[config.mk]
export PLATFORM = sky130hd
export DESIGN_NAME = imon_top
export DESIGN_NICKNAME = d
export VERILOG_FILES = /design/src/rtl/imon_pkg.sv /design/src/rtl/imon_credit_if.sv /design/src/rtl/imon_top.sv /design/src/rtl/imon_indirect_access.sv /design/src/rtl/imon_ram.sv /design/src/rtl/imon_bank_ctrl.sv /design/src/rtl/imon_credit_counter.sv /design/src/rtl/imon_in_fifo.sv
export SDC_FILE = /design/constraint.sdc
export NUM_CORES = 1
export LEC_CHECK = 0
export ABC_AREA = 1
export BUFFER_PORTS_ARGS = -buffer_cell sky130_fd_sc_hd__buf_2
export CAP_MARGIN = 30
export CORE_MARGIN = 2
export CORE_UTILIZATION = 55
export CTS_BUF_LIST = sky130_fd_sc_hd__clkbuf_2
export CTS_CLUSTER_SIZE = 8
export DETAILED_ROUTE_END_ITERATION = 8
export PLACE_DENSITY = 0.78
export SETUP_SLACK_MARGIN = 0.15
export SLEW_MARGIN = 0
export SYNTH_ARGS = -nofsm -noshare
export SYNTH_HDL_FRONTEND = slang
export SYNTH_HIERARCHICAL = 1
export SYNTH_SLANG_ARGS = --single-unit
[constraint.sdc]
create_clock -name clk -period 5.25 [get_ports clk]
set_clock_uncertainty 0.1 [all_clocks]
set_input_delay 1.05 -clock clk [delete_from_list [all_inputs] [get_ports clk]]
set_output_delay 1.05 -clock clk [all_outputs]
set_load 0.01 [all_outputs]
[src/rtl/imon_pkg.sv]
/*
 * Interface monitor shared definitions.
 * Sizes, mode and register codes, status codes and the capture word.
 */
`default_nettype none

package imon_pkg;

   localparam int n_entries        = 16;
   localparam int n_half           = 8;
   localparam int n_data_bits      = 32;
   localparam int addr_bits        = 4;
   localparam int credit_bits      = 5;
   localparam int fifo_depth       = 8;
   localparam int in_flight_margin = 2;

   // Code 01 is not decoded and runs as per-entry capture.
   localparam logic [1:0] mode_single = 2'b00;
   localparam logic [1:0] mode_bank   = 2'b10;
   localparam logic [1:0] mode_init   = 2'b11;

   localparam logic [3:0] cmnd_addr_reg = 4'd0;
   localparam logic [3:0] stat_addr_reg = 4'd1;
   localparam logic [3:0] data_addr_reg = 4'd2;

   localparam logic [3:0] cmd_read  = 4'd1;
   localparam logic [3:0] cmd_write = 4'd2;

   localparam logic [2:0] stat_idle = 3'd0;
   localparam logic [2:0] stat_busy = 3'd1;
   localparam logic [2:0] stat_ok   = 3'd2;
   localparam logic [2:0] stat_err  = 3'd3;

   // ----------------------------------------
   // Bank controller states and credit constants.
   localparam logic [1:0] st_idle       = 2'd0;
   localparam logic [1:0] st_fill_bank0 = 2'd1;
   localparam logic [1:0] st_fill_bank1 = 2'd2;
   localparam logic [1:0] st_init       = 2'd3;

   localparam logic [credit_bits-1:0] one_credit   = 1;
   localparam logic [credit_bits-1:0] half_credits = credit_bits'(n_half);
   localparam logic [credit_bits-1:0] max_credits  = credit_bits'(n_entries);
   localparam logic [addr_bits-1:0]   bank1_base   = addr_bits'(n_half);

   // The bank controller reads the word as a descriptor, everyone else as raw bits.
   typedef union packed {
      logic [n_data_bits-1:0] raw;
      struct packed {
         logic        eob;
         logic [6:0]  tag;
         logic [23:0] payload;
      } desc;
   } imon_word_u;

endpackage

`default_nettype wire
[src/rtl/imon_credit_if.sv]
/*
 * Write credit channel between the bank controller and the credit counter.
 */
`timescale 1ns/100ps
`default_nettype none

interface imon_credit_if;

   logic [imon_pkg::credit_bits-1:0] credit_limit;
   logic [imon_pkg::credit_bits-1:0] credit_used;
   logic [imon_pkg::credit_bits-1:0] credit_return;
   logic [imon_pkg::credit_bits-1:0] credit_issued;
   logic [imon_pkg::credit_bits-1:0] credit_available;

   modport ctrl (
      output credit_limit,
      output credit_used,
      output credit_return,
      input  credit_issued,
      input  credit_available
   );

   modport counter (
      input  credit_limit,
      input  credit_used,
      input  credit_return,
      output credit_issued,
      output credit_available
   );

endinterface

`default_nettype wire

[src/rtl/imon_top.sv]
/*
 * Interface monitor top level.
 * Input FIFO, credit-gated capture into RAM and software access.
 */
`timescale 1ns/100ps
`default_nettype none

module imon_top (
   input  logic                                clk,
   input  logic                                rst_n,
   input  logic                                im_vld,
   input  logic [imon_pkg::n_data_bits-1:0]    im_din,
   output logic                                im_rdy,
   output logic [1:0]                          im_available,
   input  logic [1:0]                          im_consumed,
   input  logic [1:0]                          mode,
   input  logic [imon_pkg::credit_bits-1:0]    wr_credit_config,
   output logic                                overflow,
   output logic [imon_pkg::addr_bits-1:0]      wr_pointer,
   input  logic                                wr_stb,
   input  logic [3:0]                          reg_addr,
   input  logic [31:0]                         wr_dat,
   input  logic [3:0]                          cmnd_op,
   input  logic [imon_pkg::addr_bits-1:0]      cmnd_addr,
   output logic [2:0]                          stat_code,
   output logic [31:0]                         rd_dat
);

   imon_pkg::imon_word_u in_word;
   imon_pkg::imon_word_u head;
   imon_pkg::imon_word_u hw_data;
   imon_pkg::imon_word_u sw_wdat;
   imon_pkg::imon_word_u ram_din;
   imon_pkg::imon_word_u ram_dout;

   logic [imon_pkg::addr_bits-1:0] hw_addr;
   logic [imon_pkg::addr_bits-1:0] sw_addr;
   logic [imon_pkg::addr_bits-1:0] ram_addr;
   logic [3:0] fifo_space;
   logic fifo_empty;
   logic fifo_full;
   logic pop;
   logic hw_we;
   logic sw_cs;
   logic sw_we;
   logic sw_waiting;
   logic ram_cs;
   logic ram_we;

   imon_credit_if cred ();

   assign in_word.raw = im_din;

   imon_in_fifo u_fifo (
      .clk   (clk),
      .rst_n (rst_n),
      .push  (im_vld),
      .din   (in_word),
      .pop   (pop),
      .dout  (head),
      .empty (fifo_empty),
      .full  (fifo_full),
      .space (fifo_space)
   );

   imon_credit_counter u_credit (
      .clk   (clk),
      .rst_n (rst_n),
      .clear (mode == imon_pkg::mode_init),
      .cred  (cred)
   );

   imon_bank_ctrl u_ctrl (
      .clk              (clk),
      .rst_n            (rst_n),
      .mode             (mode),
      .wr_credit_config (wr_credit_config),
      .head             (head),
      .fifo_empty       (fifo_empty),
      .fifo_full        (fifo_full),
      .fifo_space       (fifo_space),
      .im_vld           (im_vld),
      .im_consumed      (im_consumed),
      .sw_waiting       (sw_waiting),
      .cred             (cred),
      .pop              (pop),
      .hw_we            (hw_we),
      .hw_addr          (hw_addr),
      .hw_data          (hw_data),
      .im_rdy           (im_rdy),
      .im_available     (im_available),
      .overflow         (overflow),
      .wr_pointer       (wr_pointer)
   );

   // Hardware writes own the port; software gets the cycles in between.
   assign ram_cs   = hw_we | sw_cs;
   assign ram_we   = hw_we | sw_we;
   assign ram_addr = hw_we ? hw_addr : sw_addr;
   assign ram_din  = hw_we ? hw_data : sw_wdat;

   imon_ram u_ram (
      .clk  (clk),
      .cs   (ram_cs),
      .we   (ram_we),
      .addr (ram_addr),
      .din  (ram_din),
      .dout (ram_dout)
   );

   imon_indirect_access u_sw (
      .clk        (clk),
      .rst_n      (rst_n),
      .wr_stb     (wr_stb),
      .reg_addr   (reg_addr),
      .wr_dat     (wr_dat),
      .cmnd_op    (cmnd_op),
      .cmnd_addr  (cmnd_addr),
      .grant      (~hw_we),
      .ram_rdat   (ram_dout),
      .sw_cs      (sw_cs),
      .sw_we      (sw_we),
      .sw_addr    (sw_addr),
      .sw_wdat    (sw_wdat),
      .sw_waiting (sw_waiting),
      .stat_code  (stat_code),
      .rd_dat     (rd_dat)
   );

endmodule

`default_nettype wire

[src/rtl/imon_indirect_access.sv]
/*
 * Software access engine.
 * Command and status registers for single reads and writes of the
 * capture RAM, using only cycles left free by hardware.
 */
`timescale 1ns/100ps
`default_nettype none

module imon_indirect_access (
   input  logic                              clk,
   input  logic                              rst_n,
   input  logic                              wr_stb,
   input  logic [3:0]                        reg_addr,
   input  logic [31:0]                       wr_dat,
   input  logic [3:0]                        cmnd_op,
   input  logic [imon_pkg::addr_bits-1:0]    cmnd_addr,
   input  logic                              grant,
   input  imon_pkg::imon_word_u              ram_rdat,
   output logic                              sw_cs,
   output logic                              sw_we,
   output logic [imon_pkg::addr_bits-1:0]    sw_addr,
   output imon_pkg::imon_word_u              sw_wdat,
   output logic                              sw_waiting,
   output logic [2:0]                        stat_code,
   output logic [31:0]                       rd_dat
);

   logic pend;
   logic rd_pend;
   logic op_write;
   logic busy;
   logic cmd_stb;
   logic [imon_pkg::addr_bits-1:0] addr_q;
   imon_pkg::imon_word_u           wdat_q;

   assign busy    = pend | rd_pend;
   assign cmd_stb = wr_stb && (reg_addr == imon_pkg::cmnd_addr_reg) && !busy;

   assign sw_cs      = pend & grant;
   assign sw_we      = sw_cs & op_write;
   assign sw_addr    = addr_q;
   assign sw_wdat    = wdat_q;
   assign sw_waiting = pend;

   always_ff @(posedge clk) begin
      if (wr_stb && (reg_addr == imon_pkg::data_addr_reg)) begin
         wdat_q.raw <= wr_dat;
      end
      if (cmd_stb) begin
         addr_q <= cmnd_addr;
      end
      if (rd_pend) begin
         rd_dat <= ram_rdat.raw;
      end
   end

   always_ff @(posedge clk or negedge rst_n) begin
      if (!rst_n) begin
         pend      <= 1'b0;
         rd_pend   <= 1'b0;
         op_write  <= 1'b0;
         stat_code <= imon_pkg::stat_idle;
      end else begin
         rd_pend <= sw_cs & ~op_write;
         if (rd_pend) begin
            stat_code <= imon_pkg::stat_ok;
         end
         if (sw_cs) begin
            pend <= 1'b0;
            if (op_write) begin
               stat_code <= imon_pkg::stat_ok;
            end
         end
         if (cmd_stb) begin
            if ((cmnd_op == imon_pkg::cmd_read) || (cmnd_op == imon_pkg::cmd_write)) begin
               pend      <= 1'b1;
               op_write  <= (cmnd_op == imon_pkg::cmd_write);
               stat_code <= imon_pkg::stat_busy;
            end else begin
               stat_code <= imon_pkg::stat_err;
            end
         end else if (wr_stb && (reg_addr == imon_pkg::stat_addr_reg) && !busy) begin
            // Writing the status register acknowledges the last result.
            stat_code <= imon_pkg::stat_idle;
         end
      end
   end

   // An outstanding access reads as busy until its result lands.
   a_busy_status: assert property (@(posedge clk) disable iff (!rst_n)
      busy |-> (stat_code == imon_pkg::stat_busy))
      else $error("software access outstanding while status is not busy");

endmodule

`default_nettype wire

[src/rtl/imon_ram.sv]
/*
 * Capture RAM, 16 x 32, single port with registered read data.
 */
`timescale 1ns/100ps
`default_nettype none

module imon_ram (
   input  logic                             clk,
   input  logic                             cs,
   input  logic                             we,
   input  logic [imon_pkg::addr_bits-1:0]   addr,
   input  imon_pkg::imon_word_u             din,
   output imon_pkg::imon_word_u             dout
);

   imon_pkg::imon_word_u mem [imon_pkg::n_entries];

   // Read data changes only on a read access.
   always_ff @(posedge clk) begin
      if (cs) begin
         if (we) begin
            mem[addr] <= din;
         end else begin
            dout <= mem[addr];
         end
      end
   end

endmodule

`default_nettype wire

[src/rtl/imon_bank_ctrl.sv]
/*
 * Capture bank controller.
 * Drains the input FIFO into RAM against write credits, closes banks,
 * announces them to the consumer and keeps the overflow flag.
 */
`timescale 1ns/100ps
`default_nettype none

module imon_bank_ctrl (
   input  logic                                clk,
   input  logic                                rst_n,
   input  logic [1:0]                          mode,
   input  logic [imon_pkg::credit_bits-1:0]    wr_credit_config,
   input  imon_pkg::imon_word_u                head,
   input  logic                                fifo_empty,
   input  logic                                fifo_full,
   input  logic [3:0]                          fifo_space,
   input  logic                                im_vld,
   input  logic [1:0]                          im_consumed,
   input  logic                                sw_waiting,
   imon_credit_if.ctrl                         cred,
   output logic                                pop,
   output logic                                hw_we,
   output logic [imon_pkg::addr_bits-1:0]      hw_addr,
   output imon_pkg::imon_word_u                hw_data,
   output logic                                im_rdy,
   output logic [1:0]                          im_available,
   output logic                                overflow,
   output logic [imon_pkg::addr_bits-1:0]      wr_pointer
);

   logic [1:0] state;
   logic [1:0] state_nxt;
   logic [1:0] closed;
   logic [1:0] close_set;
   logic [1:0] consumed_q;
   logic [imon_pkg::addr_bits-1:0]   wr_addr;
   logic [imon_pkg::addr_bits-1:0]   next_base;
   logic [imon_pkg::credit_bits-1:0] offset_c;
   logic [imon_pkg::credit_bits-1:0] use_cnt;
   logic bank_mode;
   logic early_close;
   logic closing;
   logic rdy_nxt;

   assign bank_mode   = (state == imon_pkg::st_fill_bank0) || (state == imon_pkg::st_fill_bank1);
   assign early_close = bank_mode & head.desc.eob;
   assign closing     = early_close || (wr_addr[imon_pkg::addr_bits-2:0] == '1);
   assign next_base   = (state == imon_pkg::st_fill_bank0) ? imon_pkg::bank1_base : '0;

   always_comb begin
      offset_c = '0;
      offset_c[imon_pkg::addr_bits-2:0] = wr_addr[imon_pkg::addr_bits-2:0];
   end

   // An early close spends every credit left in the bank.
   assign use_cnt = early_close ? (imon_pkg::half_credits - offset_c) : imon_pkg::one_credit;

   assign hw_we = ~fifo_empty && (mode != imon_pkg::mode_init) &&
                  (state != imon_pkg::st_init) && (cred.credit_available >= use_cnt);
   assign pop     = hw_we;
   assign hw_addr = wr_addr;
   assign hw_data = head;

   // ----------------------------------------
   // Credit exchange.
   assign cred.credit_limit  = (wr_credit_config > imon_pkg::max_credits) ?
                               imon_pkg::max_credits : wr_credit_config;
   assign cred.credit_used   = hw_we ? use_cnt : '0;
   assign cred.credit_return = (consumed_q[0] ? imon_pkg::half_credits : '0) +
                               (consumed_q[1] ? imon_pkg::half_credits : '0);

   always_comb begin
      close_set = '0;
      if (hw_we && closing) begin
         close_set[wr_addr[imon_pkg::addr_bits-1]] = 1'b1;
      end
   end

   always_comb begin
      case (mode)
         imon_pkg::mode_init: state_nxt = imon_pkg::st_init;
         imon_pkg::mode_bank: begin
            if (!bank_mode) begin
               state_nxt = wr_addr[imon_pkg::addr_bits-1] ? imon_pkg::st_fill_bank1 :
                                                           imon_pkg::st_fill_bank0;
            end else if (hw_we && closing) begin
               state_nxt = (state == imon_pkg::st_fill_bank0) ? imon_pkg::st_fill_bank1 :
                                                                imon_pkg::st_fill_bank0;
            end else begin
               state_nxt = state;
            end
         end
         default: state_nxt = imon_pkg::st_idle;
      endcase
   end

   always_comb begin
      case (mode)
         imon_pkg::mode_bank: rdy_nxt = (fifo_space > 4'(imon_pkg::in_flight_margin)) &&
                                        !sw_waiting;
         imon_pkg::mode_init: rdy_nxt = 1'b0;
         default:             rdy_nxt = 1'b1;
      endcase
   end

   always_ff @(posedge clk or negedge rst_n) begin
      if (!rst_n) begin
         state        <= imon_pkg::st_idle;
         wr_addr      <= '0;
         wr_pointer   <= '0;
         closed       <= '0;
         consumed_q   <= '0;
         im_available <= '0;
         overflow     <= 1'b0;
         im_rdy       <= 1'b0;
      end else begin
         state        <= state_nxt;
         consumed_q   <= im_consumed;
         im_available <= closed;
         im_rdy       <= rdy_nxt;
         if (mode == imon_pkg::mode_init) begin
            wr_addr    <= '0;
            wr_pointer <= '0;
            closed     <= '0;
            overflow   <= 1'b0;
         end else begin
            overflow <= overflow | (im_vld & fifo_full);
            closed   <= (closed & ~consumed_q) | close_set;
            if (hw_we) begin
               wr_pointer <= wr_addr;
               if (early_close) begin
                  wr_addr <= next_base;
               end else begin
                  wr_addr <= wr_addr + 1'b1;
               end
            end
         end
      end
   end

endmodule

`default_nettype wire

[src/rtl/imon_credit_counter.sv]
/*
 * Write credit counter.
 * Tracks credits in use against the configured limit.
 */
`timescale 1ns/100ps
`default_nettype none

module imon_credit_counter (
   input logic             clk,
   input logic             rst_n,
   input logic             clear,
   imon_credit_if.counter  cred
);

   logic [imon_pkg::credit_bits-1:0] issued;
   logic [imon_pkg::credit_bits-1:0] sum;
   logic [imon_pkg::credit_bits-1:0] issued_nxt;

   assign sum = issued + cred.credit_used;

   // A return larger than what is out only empties the count.
   always_comb begin
      if (cred.credit_return > sum) begin
         issued_nxt = '0;
      end else begin
         issued_nxt = sum - cred.credit_return;
      end
   end

   always_ff @(posedge clk or negedge rst_n) begin
      if (!rst_n) begin
         issued <= '0;
      end else if (clear) begin
         issued <= '0;
      end else begin
         issued <= issued_nxt;
      end
   end

   assign cred.credit_issued = issued;

   always_comb begin
      if (cred.credit_limit > issued) begin
         cred.credit_available = cred.credit_limit - issued;
      end else begin
         cred.credit_available = '0;
      end
   end

   // The controller clamps the limit and never spends more than is available,
   // so the count can never pass the number of RAM entries.
   a_issued_in_range: assert property (@(posedge clk) disable iff (!rst_n)
      issued <= imon_pkg::max_credits)
      else $error("credit_issued above RAM size: %0d", issued);

endmodule

`default_nettype wire

[src/rtl/imon_in_fifo.sv]
/*
 * Input FIFO for captured words.
 * Show-ahead, eight deep, reports free space for the ready logic.
 */
`timescale 1ns/100ps
`default_nettype none

module imon_in_fifo (
   input  logic                 clk,
   input  logic                 rst_n,
   input  logic                 push,
   input  imon_pkg::imon_word_u din,
   input  logic                 pop,
   output imon_pkg::imon_word_u dout,
   output logic                 empty,
   output logic                 full,
   output logic [3:0]           space
);

   imon_pkg::imon_word_u mem [imon_pkg::fifo_depth];

   logic [$clog2(imon_pkg::fifo_depth)-1:0] wr_ptr;
   logic [$clog2(imon_pkg::fifo_depth)-1:0] rd_ptr;
   logic [3:0] count;
   logic       do_push;
   logic       do_pop;

   assign do_push = push & ~full;
   assign do_pop  = pop & ~empty;

   assign empty = (count == 4'd0);
   assign full  = (count == 4'(imon_pkg::fifo_depth));
   assign space = 4'(imon_pkg::fifo_depth) - count;
   assign dout  = mem[rd_ptr];

   always_ff @(posedge clk) begin
      if (do_push) begin
         mem[wr_ptr] <= din;
      end
   end

   always_ff @(posedge clk or negedge rst_n) begin
      if (!rst_n) begin
         wr_ptr <= '0;
         rd_ptr <= '0;
         count  <= '0;
      end else begin
         if (do_push) begin
            wr_ptr <= wr_ptr + 1'b1;
         end
         if (do_pop) begin
            rd_ptr <= rd_ptr + 1'b1;
         end
         count <= count + {3'd0, do_push} - {3'd0, do_pop};
      end
   end

   // The bank controller must only pop a word it can see at the head.
   a_no_pop_when_empty: assert property (@(posedge clk) disable iff (!rst_n)
      pop |-> !empty)
      else $error("FIFO popped while empty");

endmodule

`default_nettype wire

==> impl_metrics.py, run 1 <==
metrics = {
    "global_route": {
        "grt_max_degree": 89,
        "track_usage": 0.247,
        "grt_pass1_vias": 26700,
        "grt_overflow": 0,
        "grt_pass1_wl_mm": 141,
        "antenna_found_initial": 4,
    },
    "yosys": {
        "synth_ff_type": "edfxtp_1",
        "synth_fa_ha_area_frac": 0.0128,
        "syn_area_per_cell_um2": 10.3,
        "synthArstFlopShare": 0.0430,
        "synthXorXnorAreaFrac": 0.00244,
        "synth_top_area_frac": 0.661,
        "synth_compound_area_frac": 0.00466,
        "yosys.area_share.simple": 0.223,
        "ys_types": 41,
        "yosys_warnings": 6,
        "synthCells": 3842,
        "synth_edf_count": 868,
        "synth.mux.area_fraction": 0,
        "synth_top_family_by_area": "simple AND/OR/NAND/NOR gates",
        "yosys-top-cells-area": "edfxtp_1 (66%), nand2_1 (19%), inv_1 (3.8%)",
        "syn_area_um2": 39400,
        "yosysSeqAreaShare": 0.686,
        "synth_seq_cells": 907,
        "yosys.area.top_type": "edfxtp_1",
    },
    "placement": {
        "place_area_um2": 41700,
        "gp_congestion": 0.827,
        "dp_hpwl_mm": 52.1,
        "place_ws_ns": 0.00770,
        "portBuffers": 131,
        "dp_cells": 4832,
    },
    "cts": {
        "clockBufferDepth": 3,
        "cts-htree-levels": 4,
        "post-cts-setup-buffers": 0,
        "clock_latency_ns": 1.43,
        "clkSinkCount": 907,
        "root_buffer": "clkbuf_2",
        "cts.repair.resized": 0,
        "cts_tree": "built",
        "cts_buffers": 216,
        "holdBufCountCts": 96,
        "clk_pin_slew_ns": 0.11,
    },
    "routing": {
        "dr.pass1.iters": 6,
        "viasPerCell": 5.07,
        "drc_errors": 0,
        "vias": 27000,
        "ant_nets": 0,
        "drt-initial-drc-count": 2348,
        "wl_mm": 90.0,
        "avgRoutedWirePerCell_um": 16.9,
    },
    "timing": {
        "rsz0062_at_grt": "no",
        "period_needed_ns": 4.53,
        "fin_ws_ns": 0.723,
        "setup_tns_ns": 0,
        "maxSlewViolCount": 0,
        "setup_viol_count_final": 0,
        "hold_violations": 0,
        "slew_headroom": 0.321,
        "fmax_ghz": 0.221,
        "holdWs_ns": 0.179,
        "worst_pin_slew_ns": 1.02,
        "period_share": 0.862,
    },
    "finish": {
        "fin_cells": 5325,
        "fin_nets": 4324,
        "final_common_cell": "nand2_1",
        "syn2layout_area_growth_pct": 13.4,
        "drive_above_1_share": 0.144,
        "layout_common_cells": "nand2_1 (1982), edfxtp_1 (868), inv_1 (401)",
        "stdcell_area_um2": 44700,
    },
    "die": {
        "top_level_ports": 132,
        "core-area_um2": 71200,
        "start_util": 0.553,
        "die_w_um": 272,
        "dieArea_um2": 73900,
        "rows": 98,
        "die_h_um": 272,
    },
    "pwr": {
        "p_seq_frac": 0.381,
        "power.net_switching_mw": 12.3,
        "power.internal_mw": 16.1,
        "ir_worst_vdd_mv": 0.524,
        "swShare": 0.434,
        "comb_power_share": 0.456,
        "p_per_area_nw_per_um2": 635,
        "leakagePower_nw": 20.0,
        "clockPowerShare": 0.163,
    },
    "setup_path": {
        "crit_fanout": 19,
        "cp-start-kind": "register",
        "cpMostUsedCell": "nand2_1",
        "critPathArrivalTime_ns": 5.74,
        "worst_ep_required_time_ns": 6.46,
        "cp_slowest_cell": "dfrtp_4",
        "end_kind": "register",
        "critPathMaxStageDelay_ns": 0.48,
        "path_class": "register to register",
    },
    "hold_path": {
        "min_path_type": "primary input to register",
    },
    "flow_run": {
        "maxCapViolCount": 0,
    },
    "status": {
        "outcome": "completed",
    },
}
[power groups by stage]
| stage | combinational (mW) | sequential (mW) | clock, mW |
|---|---|---|---|
| after floorplan | 9.04 | 10.9 | 0 |
| after detailed placement | 12.7 | 11.0 | 0 |
| after CTS | 12.9 | 10.8 | 4.76 |
| after global routing | 14.4 | 10.9 | 5.10 |
| final | 12.9 | 10.8 | 4.64 |
| after global placement | 12.4 | 11.0 | 0 |
[cell usage after synthesis (7+ instances only)]
library cell and number:
inv_1 404, buf_1 7, nand2_1 1984, dfrtp_1 39
nand3_1 165, edfxtp_1 868, a21oi_1 14, clkbuf_1 23
buf_2 78, buf_4 60, ha_1 34, nor2_1 63
buf_6 27
[stage by stage]
step                power [mW]   util
floorplan                 19.9      -
global placement          23.3  0.584
detailed placement        23.7  0.585
CTS                       28.4  0.627
global route              30.4  0.628
finish                    28.4  0.628
[sequential cells by signal (all words and copies together), names as in the netlist, 3 cells and up]
| name | flops |
|---|---|
| u_sw/sw_wdat | 32 |
| u_sw/stat_code | 3 |
| u_ctrl/hw_addr | 4 |
| u_fifo/count | 4 |
| u_ram/dout | 32 |
| u_ram/mem | 512 |
| u_sw/sw_addr | 4 |
| u_ctrl/wr_pointer | 4 |
| u_sw/rd_dat | 32 |
| u_credit/cred.credit_issued | 5 |
| u_fifo/mem | 256 |
| u_fifo/wr_ptr | 3 |
| u_fifo/rd_ptr | 3 |
[path summary, 6_finish.rpt]
check | from | end | slack, ns | cells past startpoint
worst max-delay path | u_fifo/rd_ptr[0]$_DFFE_PN0P_ | u_credit/cred.credit_issued[3]$_DFF_PN0_ | 0.72 | 28
worst min-delay path | im_consumed[0] | u_ctrl/consumed_q[0]$_DFF_PN0_ | 0.18 | 2
worst max register to register | u_fifo/rd_ptr[0]$_DFFE_PN0P_ | u_credit/cred.credit_issued[3]$_DFF_PN0_ | 0.72 | 28
worst min register to register | u_ctrl/closed[0]$_DFF_PN0_ | u_ctrl/im_available[0]$_DFF_PN0_ | 0.30 | 0
max in group asynchronous | rst_n | u_fifo/rd_ptr[0]$_DFFE_PN0P_ | 4.12 | 2
min in group asynchronous | rst_n | u_sw/sw_waiting$_DFF_PN0_ | 0.19 | 2
[critical path, delay by kind of cell, from the launching register on]
kind,cells,cell delay (ns)
fa+ha+maj,4,1.22
compound gates,3,0.37
flops,1,0.48
buf+inv,3,0.40
simple gates,18,1.93
[logic make-up (layout without fill, tap and decap cells)]
group | count (synthesis) | after routing
simple gates | 2245 | 2245
flops | 907 | 907
buf+inv | 608 | 1134
fa+ha+maj | 38 | 38
compound gates | 32 | 32
xor+xnor | 11 | 11
other cells | 1 | 8
[routing by layer]
metal | up-vias | wire [um] | GRT usage
li1 | 13000 | - | -
met1 | 12600 | 34800 | 0.307
met2 | 1179 | 45200 | 0.414
met3 | 211 | 7020 | 0.0522
met4 | 0 | 3000 | 0.121
met5 | - | 0 | 0
[final cells by class]
type,count,area (um^2)
clock inverters,88,517
clock buffers,304,1520
repair buffers,330,3040
fillers,5349,26500
multi-input cells,2330,9850
inverters,412,1560
diodes,4,10.0
well taps,950,1190
flip-flops and latches,907,27000
No activity file was read; power rests on OpenSTA's default activity.
==> run 2, diff against run 1 <==
==> constraint.sdc (replaced) <==
create_clock -name clk -period 5.25 [get_ports clk]
set_clock_uncertainty 0.1 [all_clocks]
set_input_delay 1.575 -clock clk [delete_from_list [all_inputs] [get_ports clk]]
set_output_delay 1.575 -clock clk [all_outputs]
set_load 0.01 [all_outputs]
==> run 2 against run 1 <==
Effect of this change: hold slack worse by 0.018 ns; cell count is 0.47% lower; critical path depth is 1 lower; sequential share of layout area is 0.12 points higher; critical path type unchanged; die area stayed put; register-to-register slack worse by 0.15 ns; power is 4.1% higher; utilization is 0.12 points lower; global-route usage is 0.12 points higher; flip-flop and latch count stayed put; largest cell class unchanged; largest power group unchanged.
==> impl_metrics.py, run 2 (synthesized netlist as in run 1, its figures left out) <==
metrics = {
    "global_route": {
        "antenna_found_initial": 7,
        "globalRouteMet1Util": 0.303,
        "grt_overflow": 0,
        "grtUsageMet2": 0.434,
        "track_usage": 0.248,
        "busiest_layer": "met2",
        "grt_pass1_wl_mm": 141,
        "grt_pass1_vias": 26800,
        "grt_max_degree": 90,
        "grt.met3_usage": 0.0473,
    },
    "finish": {
        "largest_register_ffs": 512,
        "stdcell_area_um2": 44600,
        "drive_above_1_share": 0.167,
        "layout_common_cells": "nand2_1 (1977), edfxtp_1 (868), inv_1 (396)",
        "fin_cells": 5300,
        "fin_nets": 4312,
        "reg_top3": "u_ram/mem: 512 flops, u_fifo/mem: 256 flops",
        "fin_util": 0.627,
        "final_common_cell": "nand2_1",
        "syn2layout_area_growth_pct": 13.2,
        "regMostFlops": "u_ram/mem",
    },
    "cts": {
        "clkSinkCount": 907,
        "cts_buffers": 218,
        "clk_pin_slew_ns": 0.13,
        "clock_latency_ns": 1.45,
        "cts.repair.resized": 0,
        "cts_tree": "built",
        "root_buffer": "clkbuf_2",
        "clockBufferDepth": 3,
        "cts-htree-levels": 4,
    },
    "setup_path": {
        "cp-start-kind": "register",
        "end_kind": "register",
        "r2r-end": "u_credit/cred.credit_issued[2]$_DFF_PN0_",
        "path_class": "register to register",
        "critPathArrivalTime_ns": 5.90,
        "reg2reg_slack_ns": 0.57,
        "ff2ff_path_depth": 27,
        "crit_fanout": 27,
        "worst_ep_required_time_ns": 6.47,
        "reg2reg_from": "u_fifo/rd_ptr[0]$_DFFE_PN0P_",
    },
    "timing": {
        "worst_pin_slew_ns": 0.939,
        "setup_viol_count_final": 0,
        "period_needed_ns": 4.68,
        "fmax_ghz": 0.214,
        "slew_headroom": 0.374,
        "setup_tns_ns": 0,
        "rsz0062_at_grt": "no",
        "hold_violations": 0,
        "maxSlewViolCount": 0,
        "period_share": 0.891,
    },
    "pwr": {
        "p_per_area_nw_per_um2": 662,
        "ir_worst_vdd_mv": 0.415,
        "leakagePower_nw": 20.1,
        "fin_total_pwr_mw": 29.6,
    },
    "die": {
        "top_level_ports": 132,
        "start_util": 0.553,
        "rows": 98,
        "die_w_um": 272,
        "die_h_um": 272,
        "dieArea_um2": 73900,
        "core-area_um2": 71200,
    },
    "flow_run": {
        "maxCapViolCount": 0,
    },
    "routing": {
        "dr.pass1.iters": 5,
        "wl_mm": 90.9,
        "ant_nets": 0,
        "drt-initial-drc-count": 2431,
        "vias": 26900,
        "drc_errors": 0,
        "avgRoutedWirePerCell_um": 17.2,
        "viasPerCell": 5.07,
    },
    "placement": {
        "gp_congestion": 0.860,
        "dp_cells": 4912,
        "place_area_um2": 42600,
        "dp_hpwl_mm": 55.6,
        "portBuffers": 131,
    },
    "hold_path": {
        "min_path_type": "primary input to async pin",
    },
    "status": {
        "outcome": "completed",
    },
}
-- run 2: critical path, cell delays in order (launching register included) --
cell	delay, ns
dfrtp_4	0.50
clkinv_2	0.35
nand2_1	0.17
nand3_1	0.09
nand2_1	0.08
nand2_1	0.04
nand2_1	0.10
inv_1	0.10
nor2_4	0.24
nand4_1	0.19
ha_1	0.35
nand2_2	0.08
nor2_4	0.11
nor2_4	0.05
nand2_4	0.10
nand2_8	0.06
a21oi_2	0.12
ha_2	0.21
inv_1	0.05
fa_2	0.33
buf_4	0.14
xnor2_1	0.17
ha_1	0.27
buf_4	0.17
nand4_1	0.07
nor2_1	0.06
nor2_2	0.17
nor2_1	0.06
-- run 2: worst max path at each step --
| stage | start | end | slack (ns) |
|---|---|---|---|
| 6_report | u_fifo/rd_ptr[0]$_DFFE_PN0P_ | u_credit/cred.credit_issued[2]$_DFF_PN0_ | 0.57 |
| 5_1_grt | u_fifo/rd_ptr[0]$_DFFE_PN0P_ | u_credit/cred.credit_issued[2]$_DFF_PN0_ | 0.19 |
| 4_1_cts | u_fifo/rd_ptr[0]$_DFFE_PN0P_ | u_ram/mem[6][10]$_DFFE_PP_ | 0.58 |
| 3_5_place_dp | wr_credit_config[1] | u_credit/cred.credit_issued[3]$_DFF_PN0_ | -0.45 |
| 3_3_place_gp | wr_credit_config[1] | u_credit/cred.credit_issued[3]$_DFF_PN0_ | -0.37 |
| 2_1_floorplan | wr_credit_config[1] | u_ram/mem[10][0]$_DFFE_PP_ | -0.29 |
-- run 2: per-layer routing --
metal / vias to the layer above / share of wire
li1: 13000 / -
met1: 12600 / 0.39
met2: 1092 / 0.51
met3: 189 / 0.076
met4: 6 / 0.026
met5: - / 0.00046
-- run 2: area by class of cell --
cell class	instances	area (um^2)
sequential	907	27000
antenna	8	20.0
tap	950	1190
clock inverter	77	469
fill	5361	26600
multi-input combinational	2330	9910
inverter	412	1590
clock buffer	300	1500
timing repair buffer	316	2920
-- run 2: where the power goes --
part	total [mW]	switching, mW	internal, mW	leakage (nW)
clock network	4.54	2.69	1.84	1.48
logic	14.2	9.63	4.61	10.2
registers	10.8	0.289	10.5	8.37
total	29.6	12.6	17.0	20.1
-- run 2: repair_timing --
action | in CTS | in global routing
hold buffers | 2 | 0
hold endpoints to repair | 2 | 0
setup buffers | 0 | 0
-- run 2: through the flow --
step | worst slack (ns) | hold WS [ns]
2_1_floorplan | -0.294 | 0.254
3_3_place_gp | -0.375 | 0.266
3_5_place_dp | -0.449 | 0.267
4_1_cts | 0.583 | 0.0430
5_1_grt | 0.187 | 0.101
6_report | 0.570 | 0.161
